$ cat config.mk
export PLATFORM = sky130hd
export DESIGN_NAME = execCluster
export DESIGN_NICKNAME = d
export VERILOG_FILES = /design/src/common/clusterDefs.sv /design/src/common/isaDefs.sv /design/src/execute/aluCore.sv /design/src/execute/execLane.sv /design/src/execCluster.sv /design/src/execCollect.sv /design/src/execDispatch.sv
export SDC_FILE = /design/constraint.sdc
export NUM_CORES = 2
export LEC_CHECK = 0
export ABC_AREA = 1
export CAP_MARGIN = 30
export CORE_MARGIN = 10
export CORE_UTILIZATION = 40
export CTS_CLUSTER_SIZE = 40
export DETAILED_ROUTE_END_ITERATION = 16
export DONT_BUFFER_PORTS = 1
export PLACE_DENSITY = 0.61
export SYNTH_ARGS = -nofsm -noshare
export SYNTH_HDL_FRONTEND = slang
export SYNTH_HIERARCHICAL = 1
export SYNTH_SLANG_ARGS = --single-unit
$ cat constraint.sdc
create_clock -name clk -period 4.4 [get_ports clk]
set_clock_uncertainty 0.1 [all_clocks]
set_input_delay 0.44 -clock clk [delete_from_list [all_inputs] [get_ports clk]]
set_output_delay 0.44 -clock clk [all_outputs]
set_load 0.05 [all_outputs]
$ cat src/common/clusterDefs.sv
////////////////////
// Sizing of the execute cluster
// Lane count, per-lane queue depth and downstream credits
////////////////////
package clusterDefs;

    localparam int NUM_LANES   = 4;
    localparam int LANE_DEPTH  = 2;
    localparam int LANE_PTR_W  = $clog2(LANE_DEPTH);
    localparam int OUT_CREDITS = 4;

    typedef logic [$clog2(NUM_LANES)-1:0] laneIdx;

    // Holds 0 up to the larger of LANE_DEPTH and OUT_CREDITS
    typedef logic [2:0] creditCnt;

endpackage

$ cat src/common/isaDefs.sv
////////////////////
// Operation codes and datapath types for the execute stage
// Imported by the ALU, the lanes, the cluster top and the reference model
////////////////////
package isaDefs;

    localparam int WORD_W  = 16;
    localparam int SHAMT_W = 4;

    typedef logic [WORD_W-1:0] word;
    typedef logic [4:0]        execOp;
    typedef logic [2:0]        aluOper;

    // Execute operation codes
    localparam execOp OP_ADD  = 5'h00;
    localparam execOp OP_SUB  = 5'h01;
    localparam execOp OP_XOR  = 5'h02;
    localparam execOp OP_ANDN = 5'h03;
    localparam execOp OP_ROL  = 5'h04;
    localparam execOp OP_SLL  = 5'h05;
    localparam execOp OP_ROR  = 5'h06;
    localparam execOp OP_SRL  = 5'h07;
    localparam execOp OP_SLBI = 5'h08;
    localparam execOp OP_SEQ  = 5'h09;
    localparam execOp OP_SLT  = 5'h0a;
    localparam execOp OP_SLE  = 5'h0b;
    localparam execOp OP_SCO  = 5'h0c;
    localparam execOp OP_BTR  = 5'h0d;
    localparam execOp OP_JR   = 5'h0e;

    // ALU function select
    localparam aluOper ALU_ADD  = 3'd0;
    localparam aluOper ALU_XOR  = 3'd1;
    localparam aluOper ALU_ANDN = 3'd2;
    localparam aluOper ALU_ROL  = 3'd3;
    localparam aluOper ALU_SLL  = 3'd4;
    localparam aluOper ALU_ROR  = 3'd5;
    localparam aluOper ALU_SRL  = 3'd6;

endpackage

$ cat src/execute/aluCore.sv
////////////////////
// Combinational 16-bit ALU of one execute lane
// Operands are optionally inverted, then added, XORed, AND-NOTed,
// rotated or shifted; shift amount is the low nibble of inB
////////////////////
module aluCore (
    input  isaDefs::word    inA,
    input  isaDefs::word    inB,
    input  logic            cin,
    input  isaDefs::aluOper oper,
    input  logic            invA,
    input  logic            invB,
    input  logic            isSigned,
    output isaDefs::word    result,
    output logic            zero,
    output logic            ltz,
    output logic            ofl
);
    import isaDefs::*;

    word                 opA;
    word                 opB;
    logic [WORD_W:0]     sum;
    logic [SHAMT_W-1:0]  shamt;
    logic [2*WORD_W-1:0] rolWide;
    logic [2*WORD_W-1:0] rorWide;
    logic                addOfl;

    assign opA   = invA ? ~inA : inA;
    assign opB   = invB ? ~inB : inB;
    assign shamt = opB[SHAMT_W-1:0];

    assign sum = {1'b0, opA} + {1'b0, opB} + {{WORD_W{1'b0}}, cin};

    // Rotates via a doubled copy of the operand
    assign rolWide = {opA, opA} << shamt;
    assign rorWide = {opA, opA} >> shamt;

    // Addends agree in sign but the sum does not
    assign addOfl = (opA[WORD_W-1] == opB[WORD_W-1]) &&
                    (sum[WORD_W-1] != opA[WORD_W-1]);

    always_comb begin
        case (oper)
            ALU_ADD: begin
                result = sum[WORD_W-1:0];
            end
            ALU_XOR: begin
                result = opA ^ opB;
            end
            ALU_ANDN: begin
                result = opA & ~opB;
            end
            ALU_ROL: begin
                result = rolWide[2*WORD_W-1:WORD_W];
            end
            ALU_SLL: begin
                result = opA << shamt;
            end
            ALU_ROR: begin
                result = rorWide[WORD_W-1:0];
            end
            ALU_SRL: begin
                result = opA >> shamt;
            end
            default: begin
                result = sum[WORD_W-1:0];
            end
        endcase
    end

    assign zero = (result == '0);
    assign ofl  = isSigned && (oper == ALU_ADD) && addOfl;

    // True sign of the sum when signed, no carry out when unsigned
    assign ltz = isSigned ? (sum[WORD_W-1] ^ addOfl) : ~sum[WORD_W];

endmodule

$ cat src/execute/execLane.sv
////////////////////
// One execute lane: small operation queue, execute datapath and
// a result register that holds until the collector takes it
// Returns a credit pulse to the dispatcher on every queue pop
////////////////////
module execLane (
    input  logic           clk,
    input  logic           rstN,
    input  logic           write,
    input  isaDefs::execOp op,
    input  isaDefs::word   opA,
    input  isaDefs::word   opB,
    input  isaDefs::word   imm,
    input  isaDefs::word   pc,
    output logic           credit,
    output logic           resValid,
    input  logic           take,
    output isaDefs::word   res,
    output isaDefs::word   brAddr,
    output isaDefs::word   jumpAddr,
    output logic           err
);
    import isaDefs::*;
    import clusterDefs::*;

    execOp opMem  [LANE_DEPTH];
    word   aMem   [LANE_DEPTH];
    word   bMem   [LANE_DEPTH];
    word   immMem [LANE_DEPTH];
    word   pcMem  [LANE_DEPTH];

    logic [LANE_PTR_W-1:0] wrPtr;
    logic [LANE_PTR_W-1:0] rdPtr;
    logic [LANE_PTR_W:0]   count;
    logic                  pop;

    execOp  qOp;
    word    qA;
    word    qB;
    word    qImm;
    word    qPc;
    aluOper aluSel;
    word    aluInB;
    logic   aluInvA;
    logic   aluCin;
    logic   aluSigned;
    word    aluRes;
    logic   aluZero;
    logic   aluLtz;
    logic   aluOfl;
    logic   setHit;
    logic   isSet;
    word    btrRes;
    word    nextRes;
    word    jumpBase;
    logic [WORD_W:0] brSum;

    assign pop    = (count != '0) && (!resValid || take);
    assign credit = pop;

    always_ff @(posedge clk) begin
        if (!rstN) begin
            wrPtr <= '0;
            rdPtr <= '0;
            count <= '0;
        end else begin
            if (write) begin
                wrPtr <= wrPtr + 1'b1;
            end
            if (pop) begin
                rdPtr <= rdPtr + 1'b1;
            end
            count <= count + write - pop;
        end
    end

    always_ff @(posedge clk) begin
        if (write) begin
            opMem[wrPtr]  <= op;
            aMem[wrPtr]   <= opA;
            bMem[wrPtr]   <= opB;
            immMem[wrPtr] <= imm;
            pcMem[wrPtr]  <= pc;
        end
    end

    assign qOp  = opMem[rdPtr];
    assign qA   = aMem[rdPtr];
    assign qB   = bMem[rdPtr];
    assign qImm = immMem[rdPtr];
    assign qPc  = pcMem[rdPtr];

    // Decode to ALU controls; subtract and compare compute B - A
    always_comb begin
        aluSel    = ALU_ADD;
        aluInB    = qB;
        aluInvA   = 1'b0;
        aluCin    = 1'b0;
        aluSigned = 1'b1;
        case (qOp)
            OP_SUB, OP_SEQ, OP_SLT, OP_SLE: begin
                aluInvA = 1'b1;
                aluCin  = 1'b1;
            end
            OP_XOR:  aluSel = ALU_XOR;
            OP_ANDN: aluSel = ALU_ANDN;
            OP_ROL:  aluSel = ALU_ROL;
            OP_SLL:  aluSel = ALU_SLL;
            OP_SRL:  aluSel = ALU_SRL;
            OP_ROR: begin
                // Rotate left by the negated amount
                aluSel = ALU_ROL;
                aluInB = '0 - qB;
            end
            OP_SCO:  aluSigned = 1'b0;
            default: ;
        endcase
    end

    aluCore i_alu (
        .inA      (qA),
        .inB      (aluInB),
        .cin      (aluCin),
        .oper     (aluSel),
        .invA     (aluInvA),
        .invB     (1'b0),
        .isSigned (aluSigned),
        .result   (aluRes),
        .zero     (aluZero),
        .ltz      (aluLtz),
        .ofl      (aluOfl)
    );

    always_comb begin
        case (qOp)
            OP_SEQ:  setHit = aluZero;
            OP_SLT:  setHit = !aluLtz && !aluZero;
            OP_SLE:  setHit = !aluLtz;
            OP_SCO:  setHit = !aluLtz;
            default: setHit = 1'b0;
        endcase
    end

    assign isSet  = (qOp == OP_SEQ) || (qOp == OP_SLT) || (qOp == OP_SLE) || (qOp == OP_SCO);
    assign btrRes = {<<{qB}};

    always_comb begin
        if (isSet) begin
            nextRes = {{(WORD_W-1){1'b0}}, setHit};
        end else if (qOp == OP_SLBI) begin
            nextRes = {qB[7:0], 8'h00} | qImm;
        end else if (qOp == OP_BTR) begin
            nextRes = btrRes;
        end else begin
            nextRes = aluRes;
        end
    end

    assign brSum    = {1'b0, qPc} + {1'b0, qImm};
    assign jumpBase = (qOp == OP_JR) ? qA : qPc;

    always_ff @(posedge clk) begin
        if (!rstN) begin
            resValid <= 1'b0;
        end else if (pop) begin
            resValid <= 1'b1;
        end else if (take) begin
            resValid <= 1'b0;
        end
    end

    always_ff @(posedge clk) begin
        if (pop) begin
            res      <= nextRes;
            brAddr   <= brSum[WORD_W-1:0];
            jumpAddr <= jumpBase + qImm;
            err      <= (aluOfl && (qOp == OP_ADD || qOp == OP_SUB)) || brSum[WORD_W];
        end
    end

    // Dispatcher credits must keep the queue from overflowing
    noWriteWhenFull: assert property (@(posedge clk) disable iff (!rstN)
        write |-> (count < LANE_DEPTH));

    // Collector only takes a presented result
    takeOnlyValid: assert property (@(posedge clk) disable iff (!rstN)
        take |-> resValid);

endmodule

$ cat src/execCluster.sv
////////////////////
// Integer execute cluster top: dispatcher, four lanes, collector
// Upstream valid/ready in, in-order credited results out
////////////////////
module execCluster (
    input  logic           clk,
    input  logic           rstN,
    input  logic           inValid,
    input  isaDefs::execOp inOp,
    input  isaDefs::word   inA,
    input  isaDefs::word   inB,
    input  isaDefs::word   inImm,
    input  isaDefs::word   inPc,
    output logic           inReady,
    output logic           outValid,
    output isaDefs::word   outRes,
    output isaDefs::word   outBrAddr,
    output isaDefs::word   outJumpAddr,
    output logic           outErr,
    input  logic           outCredit
);
    import isaDefs::*;
    import clusterDefs::*;

    logic [NUM_LANES-1:0] laneWrite;
    logic [NUM_LANES-1:0] laneCredit;
    logic [NUM_LANES-1:0] resValid;
    logic [NUM_LANES-1:0] resTake;
    logic [NUM_LANES-1:0] laneErr;
    word  [NUM_LANES-1:0] laneRes;
    word  [NUM_LANES-1:0] laneBr;
    word  [NUM_LANES-1:0] laneJump;

    execDispatch i_dispatch (
        .clk        (clk),
        .rstN       (rstN),
        .inValid    (inValid),
        .inReady    (inReady),
        .laneWrite  (laneWrite),
        .laneCredit (laneCredit)
    );

    // Operand bus is shared, laneWrite picks the lane
    for (genvar k = 0; k < NUM_LANES; k++) begin : gLane
        execLane i_lane (
            .clk      (clk),
            .rstN     (rstN),
            .write    (laneWrite[k]),
            .op       (inOp),
            .opA      (inA),
            .opB      (inB),
            .imm      (inImm),
            .pc       (inPc),
            .credit   (laneCredit[k]),
            .resValid (resValid[k]),
            .take     (resTake[k]),
            .res      (laneRes[k]),
            .brAddr   (laneBr[k]),
            .jumpAddr (laneJump[k]),
            .err      (laneErr[k])
        );
    end

    execCollect i_collect (
        .clk         (clk),
        .rstN        (rstN),
        .resValid    (resValid),
        .laneRes     (laneRes),
        .laneBr      (laneBr),
        .laneJump    (laneJump),
        .laneErr     (laneErr),
        .resTake     (resTake),
        .outValid    (outValid),
        .outRes      (outRes),
        .outBrAddr   (outBrAddr),
        .outJumpAddr (outJumpAddr),
        .outErr      (outErr),
        .outCredit   (outCredit)
    );

endmodule

$ cat src/execCollect.sv
////////////////////
// Drains lane results in round-robin order so they leave in program
// order; each send spends a downstream credit, outCredit returns one
////////////////////
module execCollect (
    input  logic                                            clk,
    input  logic                                            rstN,
    input  logic         [clusterDefs::NUM_LANES-1:0]       resValid,
    input  isaDefs::word [clusterDefs::NUM_LANES-1:0]       laneRes,
    input  isaDefs::word [clusterDefs::NUM_LANES-1:0]       laneBr,
    input  isaDefs::word [clusterDefs::NUM_LANES-1:0]       laneJump,
    input  logic         [clusterDefs::NUM_LANES-1:0]       laneErr,
    output logic         [clusterDefs::NUM_LANES-1:0]       resTake,
    output logic                                            outValid,
    output isaDefs::word                                    outRes,
    output isaDefs::word                                    outBrAddr,
    output isaDefs::word                                    outJumpAddr,
    output logic                                            outErr,
    input  logic                                            outCredit
);
    import clusterDefs::*;

    laneIdx   ptr;
    creditCnt credits;
    logic     take;

    assign take = resValid[ptr] && (credits != '0);

    always_comb begin
        resTake      = '0;
        resTake[ptr] = take;
    end

    always_ff @(posedge clk) begin
        if (!rstN) begin
            ptr      <= '0;
            credits  <= creditCnt'(OUT_CREDITS);
            outValid <= 1'b0;
        end else begin
            outValid <= take;
            if (take) begin
                ptr <= (ptr == laneIdx'(NUM_LANES - 1)) ? '0 : ptr + 1'b1;
            end
            credits <= credits - creditCnt'(take) + creditCnt'(outCredit);
        end
    end

    // Output payload
    always_ff @(posedge clk) begin
        if (take) begin
            outRes      <= laneRes[ptr];
            outBrAddr   <= laneBr[ptr];
            outJumpAddr <= laneJump[ptr];
            outErr      <= laneErr[ptr];
        end
    end

    // Consumer never hands back more credits than it holds
    creditBound: assert property (@(posedge clk) disable iff (!rstN)
        credits <= creditCnt'(OUT_CREDITS));

endmodule

$ cat src/execDispatch.sv
////////////////////
// Round-robin dispatch of accepted operations to the lanes
// One credit counter per lane, refilled by lane pop pulses
////////////////////
module execDispatch (
    input  logic                              clk,
    input  logic                              rstN,
    input  logic                              inValid,
    output logic                              inReady,
    output logic [clusterDefs::NUM_LANES-1:0] laneWrite,
    input  logic [clusterDefs::NUM_LANES-1:0] laneCredit
);
    import clusterDefs::*;

    creditCnt credits [NUM_LANES];
    laneIdx   ptr;
    logic     accept;

    // Ready follows the credit of the lane whose turn it is
    assign inReady = (credits[ptr] != '0);
    assign accept  = inValid && inReady;

    always_comb begin
        laneWrite      = '0;
        laneWrite[ptr] = accept;
    end

    always_ff @(posedge clk) begin
        if (!rstN) begin
            ptr <= '0;
            for (int k = 0; k < NUM_LANES; k++) begin
                credits[k] <= creditCnt'(LANE_DEPTH);
            end
        end else begin
            if (accept) begin
                ptr <= (ptr == laneIdx'(NUM_LANES - 1)) ? '0 : ptr + 1'b1;
            end
            for (int k = 0; k < NUM_LANES; k++) begin
                credits[k] <= credits[k] - creditCnt'(laneWrite[k])
                                         + creditCnt'(laneCredit[k]);
            end
        end
    end

    // Lanes never return more credits than they were given
    for (genvar k = 0; k < NUM_LANES; k++) begin : gCreditChk
        creditBound: assert property (@(posedge clk) disable iff (!rstN)
            credits[k] <= creditCnt'(LANE_DEPTH));
    end

endmodule

; ---- After elaboration in Yosys (flattened, before gate mapping)
; Memory sizes are Yosys's and may differ from the RTL's. A register that Yosys moved wholly into a read port is not among the register bits.
; Cells that the tools add are included.
[op_classes]
addsub = 48
mul = 0
div_mod_pow = 0
magnitude_cmp = 4
n_eq_ne = 90
shift = 16
muxes = 128
n_bitwise = 34
n_reduce_logical = 98
[op_table]
columns = cell, count
row1 = $pmux 16 s6, 4
row2 = $mux 16, 23
row3 = $eq 5x4->1 const B, 28
row4 = $add 16x16->17, 8
row5 = $not 16->16, 8
row6 = $shl 32x4->32, 4
row7 = $shr 32x4->16, 4
row8 = $bmux 16 s2, 3
row9 = $eq 5x3->1 const B, 16
row10 = $mux 1, 78
row11 = $add 17x1->17, 4
row12 = $add 16x16->16, 4
row13 = $and 16x16->16, 4
row14 = $logic_not 16->1, 4
row15 = $or 16x16->16, 4
row16 = $shl 16x4->16, 4
row17 = $shr 16x4->16, 4
row18 = $sub 1x16->16 const A, 4
row19 = $xor 16x16->16, 4
row20 = $pmux 3 s5, 4
row21 = $eq 5x2->1 const B, 8
row22 = $eq 3x3->1 const B, 12
row23 = $logic_and 1x1->1, 28
row24 = $eq 3x2->1 const B, 8
row25 = other kinds (30), 146
[totals]
reg_bits = 273
latchBits = 0
ramBits = 564
romBits = 0
inputBits = 73
output_inout_bits = 51
word_cells = 483
n_memories = 21
[memory_table]
columns = memory, depth, word_bits, read_ports, rd_ports_with_merged_regs, write_ports, line_no
row1 = gLane[0].i_lane.aMem, 2, 16, 1, 1, 1, execLane.sv:27  ; word aMem [LANE_DEPTH];
row2 = gLane[0].i_lane.bMem, 2, 16, 1, 1, 1, execLane.sv:28  ; word bMem [LANE_DEPTH];
row3 = gLane[0].i_lane.immMem, 2, 16, 1, 1, 1, execLane.sv:29  ; word immMem [LANE_DEPTH];
row4 = gLane[0].i_lane.pcMem, 2, 16, 1, 1, 1, execLane.sv:30  ; word pcMem [LANE_DEPTH];
row5 = gLane[1].i_lane.aMem, 2, 16, 1, 1, 1, execLane.sv:27
row6 = gLane[1].i_lane.bMem, 2, 16, 1, 1, 1, execLane.sv:28
row7 = +15 memories, -, -, -, -, -, -

; ---- Logic depth before layout (Yosys ltp)
[logic_depth]
ltp_word = 14
mapped_depth = 38
mapped_depth_nobuf = 36

; ---- By module
; Netlist, hierarchy kept.
[by_module_without_submodules]
columns = module, n_inst, cells_per_inst, area_per_inst_um2
row1 = aluCore (gLane[0].i_lane.i_alu ...), 3, 785, 3942.5
row2 = execLane (gLane[3].i_lane), 1, 1031, 9967.1
row3 = execLane (gLane[0].i_lane), 1, 1044, 9917.0
row4 = execLane (gLane[1].i_lane), 1, 1038, 9853.2
row5 = execLane (gLane[2].i_lane), 1, 1037, 9825.7
row6 = aluCore (gLane[1].i_lane.i_alu), 1, 787, 3987.6
row7 = execCollect, 1, 385, 3213.1
row8 = execDispatch, 1, 113, 910.9

; ---- Least setup slack after synthesis
; No wires, ideal clock.
[synth_path]
kind = register to register
startpoint = register with a tool-made name
endpoint = register gLane[3].i_lane.res[0], data pin
arrival_ns = 4.397
required_time_ns = 4.041
setup_slack_ns = -0.356
path_stages_with_launch = 37
n_path_buf = 4
synth_period_minus_slack_ns = 4.756
path_cell_list = dfxtp_1 buf_6 nand2_2 o21ai_2 nand2_4 nor2_4 nand2_4 inv_4 buf_6 nand2_4 xnor2_2 xnor2_2 inv_1 buf_4 buf_2 ha_1 nand2_1 o21ai_0 nor2_1 inv_1 nand3_1 nand2_1 a21oi_1 o21bai_1 fa_1 inv_1 nand2_1 nand2_1 nand2_1 nor2_1 nand2_1 nor2_1 nor2_1 nand2_1 nand3_1 nand2_1 nand3_1
[synth_rtl]
columns = item, line_no
row1 = to (signal assigned), execLane.sv:174  ; res <= nextRes;
row2 = to (decl), execLane.sv:18  ; output isaDefs::word res,

==> impl_summary.log <==
[metrics] final critical delay including setup and external delays: 4700 ps
[metrics] overall die width: 406 um
[metrics] max-capacitance violation count: 0
[metrics] slew at the pin closest to its max-slew limit: 1130 ps
[metrics] worst max-slew margin expressed relative to the limit: 0.247
[metrics] first-pass GRT wire length: 352 mm
[metrics] commonest non-fill, non-tap cell in the layout: sky130_fd_sc_hd__nand2_1
[metrics] Async SR Flop Fraction: 0
[metrics] detailed router's first-iteration violation count: 6960
[metrics] number of enable-type register cells in the synthesized netlist: 797
[metrics] post-synth top area share: 0.402
[metrics] final clock period utilization by the worst path: 1.07
[metrics] Final setup violation count: 9
[metrics] capturing element type of the critical path: flip-flop
[metrics] critical path arrival: 5030 ps
[metrics] total clock buffers created by CTS: 94
[metrics] fraction of layout cells with a size suffix above 1: 0.222
[metrics] # H-tree levels: 3
[metrics] hold violation total from the final report: 0
[metrics] critical path data required time: 4730 ps
[metrics] gr ovfl total: 0
[metrics] clock-pin slew on the worst setup and hold paths: 60 ps
[metrics] Clock Tree Buf Depth: 3
[metrics] area growth from synthesis to layout: 26.0%
[metrics] Initial DRT Pass Iterations: 9
[metrics] largest stage delay on the critical path: 510 ps
[metrics] DRC violation count after routing: 0
[metrics] slowest stage cell on the critical path: sky130_fd_sc_hd__fa_1
[metrics] highest-count cells in the layout ignoring fill and taps: sky130_fd_sc_hd__nand2_1 (2332), sky130_fd_sc_hd__nand3_1 (942), sky130_fd_sc_hd__buf_4 (857)
[metrics] cell type with the highest occurrence count on the critical path: sky130_fd_sc_hd__nand2_1
[metrics] largest net degree at the start of global routing: 90
[metrics] fmax: 213 MHz
[metrics] CP Launch Type: flip-flop
[metrics] final estimated routing congestion in global placement: 1.02
[metrics] flops & latches, synth: 843
[metrics] result of the run: complete, but fails checks
[metrics] setup repair after global routing missed its margin: yes
[metrics] number of top-level design ports: 124
[metrics] post-synthesis cell area: 59500 um2
[metrics] die height: 406 um
[metrics] antenna violations before repair: 45
[metrics] Hold Path Class: primary input to flip-flop
[metrics] final core utilization: 0.507
[metrics] WS Path Type: flip-flop to flip-flop
[metrics] most frequently used flop master after synthesis: sky130_fd_sc_hd__edfxtp_1
[metrics] largest driver fanout on the critical path: 7
[metrics] Max Slew Vio Count: 0
[metrics] final antenna-violating net count: 0
[metrics] combined buffer and inverter count along the critical path: 6
[metrics] family with the most delay on the worst path: simple AND/OR/NAND/NOR gates
[metrics] DR vias: 58600
[metrics] Syn Nets: 8170
[metrics] number of warnings reported in the yosys synthesis log: 6
[metrics] Cell variety after synth: 61
[metrics] CTS sink cnt: 843
[metrics] cell types with the largest area share after synthesis: sky130_fd_sc_hd__edfxtp_1 (40%), sky130_fd_sc_hd__nand2_1 (16%), sky130_fd_sc_hd__nand3_1 (8.1%), sky130_fd_sc_hd__ha_1 (5.9%), sky130_fd_sc_hd__inv_1 (5.1%)
[metrics] part of the Yosys area used for sequential elements: 0.418
[metrics] CTS tree: built
[metrics] sum of net half-perimeters after detailed placement: 186 mm
[metrics] fin worst setup slack: -301 ps
[metrics] Total Routed Length: 246 mm
[metrics] routed length per placed instance: 23.0 um
[metrics] placement row count: 141
[metrics] via count of the first global-routing pass: 53900
[metrics] mean cell area of the mapped netlist: 7.64 um2
[metrics] core box area: 148000 um2
[metrics] Skew-Pair Late Insertion Delay: 730 ps
[metrics] area leader, netlist: sky130_fd_sc_hd__edfxtp_1
[metrics] GRT Util Overall: 0.287
[metrics] failing checks: negative setup slack
[metrics] Root Buffer: sky130_fd_sc_hd__clkbuf_16
[metrics] synthesized netlist cell count: 7790
[metrics] Port Buffer Count: 0
[metrics] Starting Density: 0.402
[metrics] Final Net Count: 9045
[metrics] die footprint: 165000 um2
[metrics] mean number of vias per cell: 5.48
[worst reg2reg max path, delay by kind of cell (launching register included)]
kind / cells / cell delay, ps
adders and majority gates: 2 / 770
DFF: 1 / 380
AOI/OAI and AO/OA: 5 / 660
and+or+nand+nor: 17 / 1490
xor gates and xnor gates: 2 / 380
buffers and inverters: 6 / 660
[cell type report]
cell class / count / area (um2)
inverter: 865 / 3360
fill: 14100 / 72900
timing repair inverter: 1 / 3.75
multi-input combinational: 5831 / 32400
clock buffer: 115 / 2450
antenna: 20 / 50.0
sequential: 843 / 24900
timing repair buffer: 1029 / 8690
tap: 1930 / 2410
clock inverter: 62 / 689
[repair_timing]
action,in CTS,in global routing
resized for setup,218,478
setup endpoints to repair,26,45
gates cloned,3,3
pin swaps,105,296
setup buffers,66,65
hold endpoints to repair,598,0
hold buffers,83,0
[cells in the mapped netlist, types with 18 or more instances]
| master | number |
|---|---|
| sky130_fd_sc_hd__a21oi_1 | 228 |
| sky130_fd_sc_hd__a31oi_1 | 48 |
| sky130_fd_sc_hd__buf_2 | 102 |
| sky130_fd_sc_hd__buf_4 | 33 |
| sky130_fd_sc_hd__buf_6 | 45 |
| sky130_fd_sc_hd__clkbuf_1 | 56 |
| sky130_fd_sc_hd__dfxtp_1 | 46 |
| sky130_fd_sc_hd__edfxtp_1 | 797 |
| sky130_fd_sc_hd__fa_1 | 25 |
| sky130_fd_sc_hd__ha_1 | 282 |
| sky130_fd_sc_hd__inv_1 | 810 |
| sky130_fd_sc_hd__inv_2 | 40 |
| sky130_fd_sc_hd__nand2_1 | 2481 |
| sky130_fd_sc_hd__nand2_2 | 99 |
| sky130_fd_sc_hd__nand2_4 | 25 |
| sky130_fd_sc_hd__nand3_1 | 964 |
| sky130_fd_sc_hd__nand3_2 | 30 |
| sky130_fd_sc_hd__nand3b_1 | 38 |
| sky130_fd_sc_hd__nand4_1 | 29 |
| sky130_fd_sc_hd__nor2_1 | 703 |
| sky130_fd_sc_hd__nor2_2 | 18 |
| sky130_fd_sc_hd__nor3_1 | 31 |
| sky130_fd_sc_hd__o21ai_0 | 331 |
| sky130_fd_sc_hd__o21ai_1 | 73 |
| sky130_fd_sc_hd__o21bai_1 | 35 |
| sky130_fd_sc_hd__o22ai_1 | 49 |
| sky130_fd_sc_hd__or2_2 | 29 |
| sky130_fd_sc_hd__xnor2_1 | 64 |
| sky130_fd_sc_hd__xor2_1 | 113 |
[worst paths after layout]
check                   startpoint                     end  slack (ps)  cells past startpoint
min                        inValid   gLane[2].i_lane/wrPtr          50                      4
max reg2reg              flip-flop  gLane[2].i_lane/res[0]        -300                     32
max                      flip-flop  gLane[2].i_lane/res[0]        -300                     32
min reg2reg  gLane[2].i_lane/rdPtr               flip-flop         350                      1
[flip-flops by register name, indices dropped and copies added, names as in the netlist, 8 cells and up, named ones only]
register	flops
gLane.i_lane/count	8
gLane.i_lane/immMem	128
gLane.i_lane/bMem	128
i_collect/outBrAddr	16
i_collect/outRes	16
i_collect/outJumpAddr	16
gLane.i_lane/opMem	40
gLane.i_lane/res	64
gLane.i_lane/aMem	128
gLane.i_lane/pcMem	128
gLane.i_lane/jumpAddr	64
gLane.i_lane/brAddr	64
i_dispatch/credits	12
[metrics by stage]
stage               hold slack, ps  cells  setup TNS [ps]  setup slack [ps]  area (um2)
detailed placement             329  10300           -5160              -633       67000
CTS                           16.2  10600           -1360              -348       72500
global placement               327  10300           -4610              -630       67000
finish                        53.3  10700           -1450              -301       75000
global route                  75.2  10700           -5010              -564       74900
floorplan                      315   7790            -192              -192       59800
[layer usage]
layer  track usage  routed length, um
met1         0.365              96700
met4         0.156              15400
met2         0.459             113000
met3        0.0521              21100
met5             0                 61
[cells by family (layout without fill, tap and decap cells)]
family | Yosys count | after routing | share of synthesized area
buffers and inverters | 1116 | 2072 | 0.0819
DFF | 843 | 843 | 0.418
xor gates and xnor gates | 185 | 185 | 0.0290
and+or+nand+nor | 4483 | 4483 | 0.324
adders and majority gates | 307 | 307 | 0.0677
other | 4 | 24 | 0.000252
AOI/OAI and AO/OA | 849 | 849 | 0.0794
muxes | 3 | 3 | 0.000505
Power is not shown: default switching activity piles up to over one toggle a cycle in this logic, so the estimate is an artifact.
